[src/design/exu_pkg.sv]
package exu_pkg;

    // operand and result width
    localparam int xlen = 64;

    typedef logic [xlen-1:0] xword_t;

    // alu opcode: [4] word form, [3] variant, [2:0] function
    typedef logic [4:0] alu_op_t;

    // muldiv selector, bit 2 set for divide and remainder
    typedef logic [2:0] md_sel_t;

    typedef logic [5:0] shamt_t;

    typedef logic [6:0] step_cnt_t;

    // function field of the alu opcode
    localparam logic [2:0] FN_ADD  = 3'b000;
    localparam logic [2:0] FN_SLL  = 3'b001;
    localparam logic [2:0] FN_SLT  = 3'b010;
    localparam logic [2:0] FN_SRC2 = 3'b011;
    localparam logic [2:0] FN_XOR  = 3'b100;
    localparam logic [2:0] FN_SR   = 3'b101;
    localparam logic [2:0] FN_OR   = 3'b110;
    localparam logic [2:0] FN_AND  = 3'b111;

    // full opcodes, 64-bit forms
    // set bit 4 for the word variant
    localparam alu_op_t ALU_ADD  = 5'b00000;
    localparam alu_op_t ALU_SUB  = 5'b01000;
    localparam alu_op_t ALU_SLL  = 5'b00001;
    localparam alu_op_t ALU_SLT  = 5'b00010;
    localparam alu_op_t ALU_SLTU = 5'b01010;
    localparam alu_op_t ALU_SRC2 = 5'b00011;
    localparam alu_op_t ALU_XOR  = 5'b00100;
    localparam alu_op_t ALU_SRL  = 5'b00101;
    localparam alu_op_t ALU_SRA  = 5'b01101;
    localparam alu_op_t ALU_OR   = 5'b00110;
    localparam alu_op_t ALU_AND  = 5'b00111;

    // same order as funct3 of the M extension
    localparam md_sel_t MD_MUL    = 3'b000;
    localparam md_sel_t MD_MULH   = 3'b001;
    localparam md_sel_t MD_MULHSU = 3'b010;
    localparam md_sel_t MD_MULHU  = 3'b011;
    localparam md_sel_t MD_DIV    = 3'b100;
    localparam md_sel_t MD_DIVU   = 3'b101;
    localparam md_sel_t MD_REM    = 3'b110;
    localparam md_sel_t MD_REMU   = 3'b111;

    // one result bit per iteration
    localparam step_cnt_t md_steps = 7'd64;

endpackage

[src/design/alu_int.sv]
`timescale 1ns/1ps

module alu_int (
    input  exu_pkg::alu_op_t op_i,
    input  exu_pkg::xword_t  src1_i,
    input  exu_pkg::xword_t  src2_i,
    output exu_pkg::xword_t  result_o,
    output logic             zero_o
);

    logic [2:0]      fn;
    logic            variant;
    logic            word;
    logic            is_cmp;
    logic            sub;
    logic            carry;
    logic            overflow;
    logic            less;
    exu_pkg::xword_t b_in;
    exu_pkg::xword_t sum;
    exu_pkg::xword_t shift;
    exu_pkg::xword_t alu_out;

    assign fn      = op_i[2:0];
    assign variant = op_i[3];
    assign word    = op_i[4];

    // compares always subtract, add only with the variant bit
    assign is_cmp = (fn == exu_pkg::FN_SLT);
    assign sub    = is_cmp | ((fn == exu_pkg::FN_ADD) & variant);

    assign b_in = src2_i ^ {exu_pkg::xlen{sub}};

    assign {carry, sum} = {1'b0, src1_i} + {1'b0, b_in} + {{exu_pkg::xlen{1'b0}}, sub};

    assign overflow = (src1_i[exu_pkg::xlen-1] == b_in[exu_pkg::xlen-1]) &&
                      (sum[exu_pkg::xlen-1] != src1_i[exu_pkg::xlen-1]);

    // unsigned: no carry out of a - b means a < b
    assign less = variant ? ~carry : (sum[exu_pkg::xlen-1] ^ overflow);

    assign zero_o = ~|sum;

    alu_shifter u_shifter (
        .shamt_i (src2_i[5:0]),
        .src_i   (src1_i),
        .word_i  (word),
        .right_i (fn[2]),
        .arith_i (variant),
        .shift_o (shift)
    );

    always_comb begin
        case (fn)
            exu_pkg::FN_ADD: begin
                alu_out = sum;
            end
            exu_pkg::FN_SLL, exu_pkg::FN_SR: begin
                alu_out = shift;
            end
            exu_pkg::FN_SLT: begin
                alu_out = {{(exu_pkg::xlen-1){1'b0}}, less};
            end
            exu_pkg::FN_SRC2: begin
                alu_out = src2_i;
            end
            exu_pkg::FN_XOR: begin
                alu_out = src1_i ^ src2_i;
            end
            exu_pkg::FN_OR: begin
                alu_out = src1_i | src2_i;
            end
            default: begin
                alu_out = src1_i & src2_i;
            end
        endcase
    end

    // word forms keep 32 bits, sign-extended
    assign result_o = word ? {{32{alu_out[31]}}, alu_out[31:0]} : alu_out;

endmodule

[src/design/alu_shifter.sv]
`timescale 1ns/1ps

module alu_shifter (
    input  exu_pkg::shamt_t shamt_i,
    input  exu_pkg::xword_t src_i,
    input  logic            word_i,
    input  logic            right_i,
    input  logic            arith_i,
    output exu_pkg::xword_t shift_o
);

    function automatic exu_pkg::xword_t bit_rev(input exu_pkg::xword_t v);
        exu_pkg::xword_t r;
        for (int i = 0; i < exu_pkg::xlen; i++) begin
            r[i] = v[exu_pkg::xlen-1-i];
        end
        return r;
    endfunction

    exu_pkg::shamt_t amt;
    exu_pkg::xword_t right_src;
    exu_pkg::xword_t shft_src;
    exu_pkg::xword_t shft_res;
    exu_pkg::xword_t fill_mask;
    logic            fill_bit;

    // word shifts only use the low five bits of the amount
    assign amt = word_i ? {1'b0, shamt_i[4:0]} : shamt_i;

    // word right shifts work on the low half,
    // upper half pre-filled with bit 31 or zeros
    assign right_src = word_i ? {{32{arith_i & src_i[31]}}, src_i[31:0]} : src_i;

    // left shift = reverse, shift right, reverse back
    assign shft_src = right_i ? right_src : bit_rev(src_i);

    assign shft_res = shft_src >> amt;

    // vacated upper bits for arithmetic shifts
    assign fill_mask = ~({exu_pkg::xlen{1'b1}} >> amt);
    assign fill_bit  = right_i & arith_i & right_src[exu_pkg::xlen-1];

    always_comb begin
        if (right_i) begin
            shift_o = shft_res | (fill_mask & {exu_pkg::xlen{fill_bit}});
        end else begin
            shift_o = bit_rev(shft_res);
        end
    end

endmodule

[src/design/exu_top.sv]
`timescale 1ns/1ps

module exu_top (
    input  logic             clk,
    input  logic             rst_n,
    input  logic             req_i,
    input  exu_pkg::alu_op_t op_i,
    input  logic             md_en_i,
    input  exu_pkg::md_sel_t md_sel_i,
    input  exu_pkg::xword_t  src1_i,
    input  exu_pkg::xword_t  src2_i,
    input  logic             flush_i,
    output logic             ack_o,
    output exu_pkg::xword_t  result_o,
    output logic             zero_o
);

    exu_pkg::xword_t alu_result;
    exu_pkg::xword_t md_result;
    logic            md_start;
    logic            md_step;
    logic            md_finish;
    logic            cnt_load;
    logic            cnt_clear;
    logic            cnt_last;

    // combinational integer ops
    alu_int u_alu (
        .op_i     (op_i),
        .src1_i   (src1_i),
        .src2_i   (src2_i),
        .result_o (alu_result),
        .zero_o   (zero_o)
    );

    // handshake and result register
    muldiv_ctrl u_ctrl (
        .clk          (clk),
        .rst_n        (rst_n),
        .req_i        (req_i),
        .md_en_i      (md_en_i),
        .flush_i      (flush_i),
        .alu_result_i (alu_result),
        .md_result_i  (md_result),
        .cnt_last_i   (cnt_last),
        .md_start_o   (md_start),
        .md_step_o    (md_step),
        .md_finish_o  (md_finish),
        .cnt_load_o   (cnt_load),
        .cnt_clear_o  (cnt_clear),
        .ack_o        (ack_o),
        .result_o     (result_o)
    );

    muldiv_counter u_counter (
        .clk     (clk),
        .rst_n   (rst_n),
        .load_i  (cnt_load),
        .en_i    (md_step),
        .clear_i (cnt_clear),
        .last_o  (cnt_last)
    );

    muldiv_datapath u_datapath (
        .clk      (clk),
        .rst_n    (rst_n),
        .start_i  (md_start),
        .step_i   (md_step),
        .finish_i (md_finish),
        .sel_i    (md_sel_i),
        .src1_i   (src1_i),
        .src2_i   (src2_i),
        .result_o (md_result)
    );

endmodule

[src/design/muldiv_counter.sv]
`timescale 1ns/1ps

module muldiv_counter (
    input  logic clk,
    input  logic rst_n,
    input  logic load_i,
    input  logic en_i,
    input  logic clear_i,
    output logic last_o
);

    exu_pkg::step_cnt_t cnt;

    // counts down from md_steps, one per iteration
    always_ff @(posedge clk or negedge rst_n) begin
        if (!rst_n) begin
            cnt <= '0;
        end else if (clear_i) begin
            cnt <= '0;
        end else if (load_i) begin
            cnt <= exu_pkg::md_steps;
        end else if (en_i && cnt != '0) begin
            cnt <= cnt - 7'd1;
        end
    end

    // high during the final iteration
    assign last_o = en_i && (cnt == 7'd1);

endmodule

[src/design/muldiv_ctrl.sv]
`timescale 1ns/1ps

module muldiv_ctrl (
    input  logic            clk,
    input  logic            rst_n,
    input  logic            req_i,
    input  logic            md_en_i,
    input  logic            flush_i,
    input  exu_pkg::xword_t alu_result_i,
    input  exu_pkg::xword_t md_result_i,
    input  logic            cnt_last_i,
    output logic            md_start_o,
    output logic            md_step_o,
    output logic            md_finish_o,
    output logic            cnt_load_o,
    output logic            cnt_clear_o,
    output logic            ack_o,
    output exu_pkg::xword_t result_o
);

    typedef enum logic [2:0] {IDLE, ALU_CAP, MD_RUN, MD_FIN, ACK, WAIT_REL} state_t;

    state_t state;
    state_t state_nxt;
    logic   flush_acc;
    logic   capture;

    // flush is ignored once ack is up
    assign flush_acc = flush_i & ~ack_o;

    assign md_start_o  = (state == IDLE) & req_i & md_en_i & ~flush_acc;
    assign cnt_load_o  = md_start_o;
    assign md_step_o   = (state == MD_RUN) & ~flush_acc;
    assign md_finish_o = (state == MD_FIN) & ~flush_acc;
    assign cnt_clear_o = flush_acc;

    // alu result in ALU_CAP, muldiv result one cycle after finish
    assign capture = (state == ALU_CAP) | ((state == ACK) & md_en_i);

    always_comb begin
        state_nxt = state;
        case (state)
            IDLE:     if (req_i) state_nxt = md_en_i ? MD_RUN : ALU_CAP;
            ALU_CAP:  state_nxt = ACK;
            MD_RUN:   if (cnt_last_i) state_nxt = MD_FIN;
            MD_FIN:   state_nxt = ACK;
            ACK:      state_nxt = WAIT_REL;
            default:  if (!req_i) state_nxt = IDLE;
        endcase
        // aborted op still waits for req to drop
        if (flush_acc) state_nxt = WAIT_REL;
    end

    always_ff @(posedge clk or negedge rst_n) begin
        if (!rst_n) begin
            state    <= IDLE;
            ack_o    <= 1'b0;
            result_o <= '0;
        end else begin
            state <= state_nxt;
            if (capture && !flush_acc) begin
                result_o <= md_en_i ? md_result_i : alu_result_i;
            end
            if (state == ACK) begin
                ack_o <= ~flush_acc;
            end else if (state == WAIT_REL && !req_i) begin
                ack_o <= 1'b0;
            end
        end
    end

endmodule

[src/design/muldiv_datapath.sv]
`timescale 1ns/1ps

module muldiv_datapath (
    input  logic             clk,
    input  logic             rst_n,
    input  logic             start_i,
    input  logic             step_i,
    input  logic             finish_i,
    input  exu_pkg::md_sel_t sel_i,
    input  exu_pkg::xword_t  src1_i,
    input  exu_pkg::xword_t  src2_i,
    output exu_pkg::xword_t  result_o
);

    logic            is_div;
    logic            a_signed;
    logic            b_signed;
    logic            a_neg;
    logic            b_neg;
    exu_pkg::xword_t a_mag;
    exu_pkg::xword_t b_mag;
    exu_pkg::xword_t mcand;
    logic [127:0]    acc;
    logic [64:0]     mul_sum;
    logic [64:0]     div_tmp;
    logic [65:0]     div_diff;
    logic            neg_q;
    logic            neg_r;
    logic            div_zero;
    logic            div_ovf;
    logic [127:0]    prod_fix;
    exu_pkg::xword_t quo_fix;
    exu_pkg::xword_t rem_fix;
    exu_pkg::xword_t final_res;

    assign is_div   = sel_i[2];
    assign a_signed = (sel_i == exu_pkg::MD_MULH) | (sel_i == exu_pkg::MD_MULHSU) |
                      (sel_i == exu_pkg::MD_DIV) | (sel_i == exu_pkg::MD_REM);
    assign b_signed = (sel_i == exu_pkg::MD_MULH) | (sel_i == exu_pkg::MD_DIV) |
                      (sel_i == exu_pkg::MD_REM);
    assign a_neg = a_signed & src1_i[63];
    assign b_neg = b_signed & src2_i[63];
    assign a_mag = a_neg ? -src1_i : src1_i;
    assign b_mag = b_neg ? -src2_i : src2_i;

    // multiply: acc holds {partial high, multiplier}, add mcand on bit 0
    assign mul_sum = {1'b0, acc[127:64]} + (acc[0] ? {1'b0, mcand} : 65'd0);
    // divide: acc holds {remainder, quotient}, mcand is the divisor
    assign div_tmp  = {acc[127:64], acc[63]};
    assign div_diff = {1'b0, div_tmp} - {2'b00, mcand};

    always_ff @(posedge clk) begin
        if (start_i) begin
            mcand <= is_div ? b_mag : a_mag;
            acc   <= {64'd0, is_div ? a_mag : b_mag};
        end else if (step_i) begin
            if (!is_div) begin
                acc <= {mul_sum, acc[63:1]};
            end else if (div_diff[65]) begin
                // restore, quotient bit zero
                acc <= {div_tmp[63:0], acc[62:0], 1'b0};
            end else begin
                acc <= {div_diff[63:0], acc[62:0], 1'b1};
            end
        end
    end

    assign prod_fix = neg_q ? -acc : acc;
    assign quo_fix  = neg_q ? -acc[63:0] : acc[63:0];
    // remainder takes the sign of the dividend
    assign rem_fix  = neg_r ? -acc[127:64] : acc[127:64];

    always_comb begin
        case (sel_i)
            exu_pkg::MD_MUL:                   final_res = prod_fix[63:0];
            exu_pkg::MD_DIV, exu_pkg::MD_DIVU: final_res = div_zero ? '1 :
                                                           div_ovf ? src1_i : quo_fix;
            exu_pkg::MD_REM, exu_pkg::MD_REMU: final_res = div_zero ? src1_i :
                                                           div_ovf ? '0 : rem_fix;
            default:                           final_res = prod_fix[127:64];
        endcase
    end

    always_ff @(posedge clk or negedge rst_n) begin
        if (!rst_n) begin
            neg_q    <= 1'b0;
            neg_r    <= 1'b0;
            div_zero <= 1'b0;
            div_ovf  <= 1'b0;
            result_o <= '0;
        end else begin
            if (start_i) begin
                neg_q    <= a_neg ^ b_neg;
                neg_r    <= a_neg;
                div_zero <= is_div & (src2_i == '0);
                // most negative value divided by minus one
                div_ovf  <= b_signed & is_div & (src1_i == {1'b1, 63'd0}) & (src2_i == '1);
            end
            if (finish_i) result_o <= final_res;
        end
    end

endmodule

[config.mk]
export PLATFORM = sky130hd
export DESIGN_NAME = exu_top
export DESIGN_NICKNAME = d
export VERILOG_FILES = /design/src/design/exu_pkg.sv /design/src/design/alu_int.sv /design/src/design/alu_shifter.sv /design/src/design/exu_top.sv /design/src/design/muldiv_counter.sv /design/src/design/muldiv_ctrl.sv /design/src/design/muldiv_datapath.sv
export SDC_FILE = /design/constraint.sdc
export NUM_CORES = 2
export LEC_CHECK = 0
export BUFFER_PORTS_ARGS = -buffer_cell sky130_fd_sc_hd__buf_2
export CORE_MARGIN = 2
export CORE_UTILIZATION = 25
export DETAILED_ROUTE_END_ITERATION = 8
export PLACE_DENSITY = 0.5
export SKIP_CTS_REPAIR_TIMING = 1
export SYNTH_ARGS = -nofsm -noshare
export SYNTH_HDL_FRONTEND = slang
export SYNTH_SLANG_ARGS = --single-unit
[constraint.sdc]
create_clock -name clk -period 9.5 [get_ports clk]
set_input_delay 0.95 -clock clk [delete_from_list [all_inputs] [get_ports clk]]
set_output_delay 0.95 -clock clk [all_outputs]
set_load 0.05 [all_outputs]
==> flow_summary_export.csv <==
group,metric,value,unit
finish,fin_util,27.5,%
critical_path,crit_family,"simple AND/OR/NAND/NOR gates",
timing,setup_viol,0,
timing,worstMarginPinSlew,1440,ps
pwr,power_density,228,nW/µm²
die,core_area,190000,µm²
placed_design,dp_hpwl,201000,µm
die,dieHeight,440,µm
finish,finalNonFillerCells,8719,
pwr,p_sw,6390,µW
critical_path,arrival,7530,ps
synthesis,synth_fa_ha_area_share,8.87,%
global_routing,grt_pass1_vias,48300,
synthesis,synth_nets,6803,
critical_path,crit_type,"primary input to primary output",
synthesis,ys_seq_area_share,18.3,%
die,die_width,440,µm
die,start_util,25.1,%
die,ioPinCount,207,
hold_path,hp-class,"primary input to asynchronous set/reset pin",
critical_path,critPathCaptureType,"primary output",
timing,rsz0062_at_grt,"false",
timing,fin_tns_setup,0,ps
critical_path,cpMaxStageDelayCell,"or4b_2",
finish,drive_gt1_share,10.4,%
pwr,p_leak,0.0200,µW
placed_design,placed_cell_area,50700,µm²
routing,routed-via-count,51700,
critical_path,max_stage_delay,690,ps
clock_tree,cts_max_level,2,
finish,final_common_cell,"o21ai_0",
critical_path,path_cells,"buf_2 -> nor2_1 -> nor3_2 -> buf_4 -> buf_12 -> xnor2_1 -> ha_1 -> nand4_1 -> nor3_1 -> o211ai_1 -> and2_1 -> o21ai_1 -> xor2_1 -> or4b_2 -> nor4_1 -> o2111ai_1 -> nor4_1 -> and4_1 -> buf_2",
routing,dr.pass1.iters,9,
routing,wl,251000,µm
timing,whs,259,ps
timing,maxSlewHeadroom,3.27,%
synthesis,ys_types,93,
synthesis,async_flop_share,42.7,%
synthesis,synth_xor_area_share,10.0,%
timing,period_share,89.3,%
clock_tree,cts_tree,"done",
placed_design,place_inst,8624,
global_routing,overflow,0,
job,maxCapViolations,0,
timing,fmax,0.118,GHz
clock_tree,clk_path_buf_depth,3,
timing,finalCriticalPeriod,8480,ps
synthesis,synth_top_family_by_area,"compound AO/OA/AOI/OAI gates",
pwr,comb_power_share,63.1,%
synthesis,synth_compound_area_share,28.3,%
die,dieArea,194000,µm²
finish,most-common-layout-cells,"o21ai_0 (679), nor2_1 (617), nand2_1 (613)",
critical_path,cp-start-kind,"primary input",
timing,drv_slew,0,
synthesis,synth_edf_count,128,
timing,hold_viol_final,0,
die,rows,160,
critical_path,path_buf_inv,4,
global_routing,grt_pass1_wl,358000,µm
routing,wl_per_cell,28.8,µm
clock_tree,path_clk_slew,60,ps
timing,fin_skew,49.3,ps
clock_tree,cts-buffers-inserted,41,
pwr,p_sw_share,53.9,%
synthesis,syn_inst,6327,
clock_tree,cts_sinks,335,
critical_path,required,8550,ps
pwr,p_clk_share,13.9,%
synthesis,yosys_warnings,0,
finish,final_area,52100,µm²
synthesis,ys_ff_latch,335,
routing,ant_nets,0,
global_routing,grt_max_degree,190,
pwr,internal_power,5470,µW
synthesis,syn_area_per_cell,7.51,µm²
synthesis,synth_ff_type,"dfrtp_1",
routing,viasPerCell,5.93,
run_status,outcome,"complete, no violations",
synthesis,netlist_area,47500,µm²
placed_design,place.gp.congestion,1.09,
clock_tree,clk_latency,650,ps
global_routing,antenna_found_initial,20,
synthesis,muxShareOfSynthArea,9.66,%
finish,layout.nets,6632,
routing,drt_iter0_drc,6650,
critical_path,cp_max_fo,41,
synthesis,synthSimpleGateAreaFrac,18.5,%
placed_design,port-buffer-count,206,
pwr,ir_drop,0.207,mV
pwr,pwr-share-seq,23.0,%
routing,drcViolationCount,0,
finish,syn2layout_area_growth,9.65,%
global_routing,grt_usage,25.0,%
clock_tree,cts_root_buffer,"clkbuf_16",
## per-stage QoR
step / worst slack (ps) / total power, µW
after floorplan: 1330 / 7570
after global placement: 1160 / 9950
after detailed placement: 1250 / 9980
after CTS: 1210 / 11700
after global routing: 1020 / 12500
final: 1020 / 11900
## final timing paths
path                                startpoint                 endpoint  slack, ps  cells after the start
setup / recovery                       op_i[3]                   zero_o       1020                     19
hold / removal                           rst_n      u_ctrl.result_o[36]        260                      1
setup reg to reg            u_datapath.acc[64]  u_datapath.result_o[58]       4060                     13
hold reg to reg            u_ctrl.result_o[49]      u_ctrl.result_o[49]        480                      2
max in group asynchronous                rst_n         u_datapath.neg_q       7860                      2
min in group clk           u_ctrl.result_o[49]      u_ctrl.result_o[49]        480                      2
## kinds of logic after synthesis
logic type	count (synthesis)
multiplexers	275
adder cells (fa/ha/maj)	335
AND/OR/NAND/NOR	1915
buffers and inverters	796
flip-flops	335
AO/OA/AOI/OAI	2126
XOR/XNOR	545
## cells in the mapped netlist (16+ instances only)
library cell	count	area, µm²
a211oi_1	47	353
nor4_1	47	294
or4_1	18	135
mux2i_1	102	1020
clkbuf_1	457	1720
and3_1	33	206
nor2_1	625	2350
a221oi_1	24	210
ha_1	332	4150
o21bai_1	25	188
o211ai_1	104	781
mux4_2	144	3240
and2_1	26	163
mux2_2	29	327
o31ai_1	61	458
inv_1	258	968
edfxtp_1	128	3840
a222oi_1	49	490
or3_1	66	413
a22oi_1	55	413
o21a_1	46	345
nand2_1	613	2300
o41ai_1	27	236
buf_1	51	191
a311oi_1	16	140
nor2b_1	30	188
or2_2	22	138
o21ai_0	679	3400
dfrtp_1	143	3580
buf_2	19	95.1
xor2_1	161	1410
a221o_1	16	160
nand4_1	90	563
nand2b_1	75	469
nor3_1	100	500
a31oi_1	96	601
a21o_1	107	803
dfxtp_1	64	1280
nand3_1	118	591
a21oi_1	474	2370
o22ai_1	62	388
o221ai_1	94	823
xnor2_1	384	3360
## layer usage
metal / track usage (%) / part of all wire (%) / vias to the layer above
li1: - / - / 23000
met1: 32.2 / 40 / 25100
met2: 38.4 / 43 / 2942
met3: 3.70 / 8.5 / 594
met4: 17.5 / 8.2 / 8
met5: 0 / 0.023 / -
## layout make-up
type	count	area (µm²)
antenna	19	47.5
multi-input combinational	5196	35900
clock inverter	19	186
clock buffer	57	1190
inverter	267	1010
timing repair buffer	315	1920
fill	20600	137000
sequential	335	8710
tap	2511	3140
## registers in the layout, indices dropped and copies added (netlist names)
signal	flops
u_datapath.neg_q	1
u_ctrl.ack_o	1
u_datapath.acc	128
u_ctrl.state	3
u_datapath.mcand	64
u_datapath.div_zero	1
u_datapath.result_o	64
u_datapath.neg_r	1
u_ctrl.result_o	64
u_counter.cnt	7
u_datapath.div_ovf	1
## power groups by stage
stage,clock network (µW),registers [µW],logic [µW]
floorplan,0,2700,4870
global placement,0,2720,7240
detailed placement,0,2730,7250
CTS,1680,2700,7310
global route,1720,2770,8030
finish,1650,2730,7480
Power figures use the tool's default switching activity.
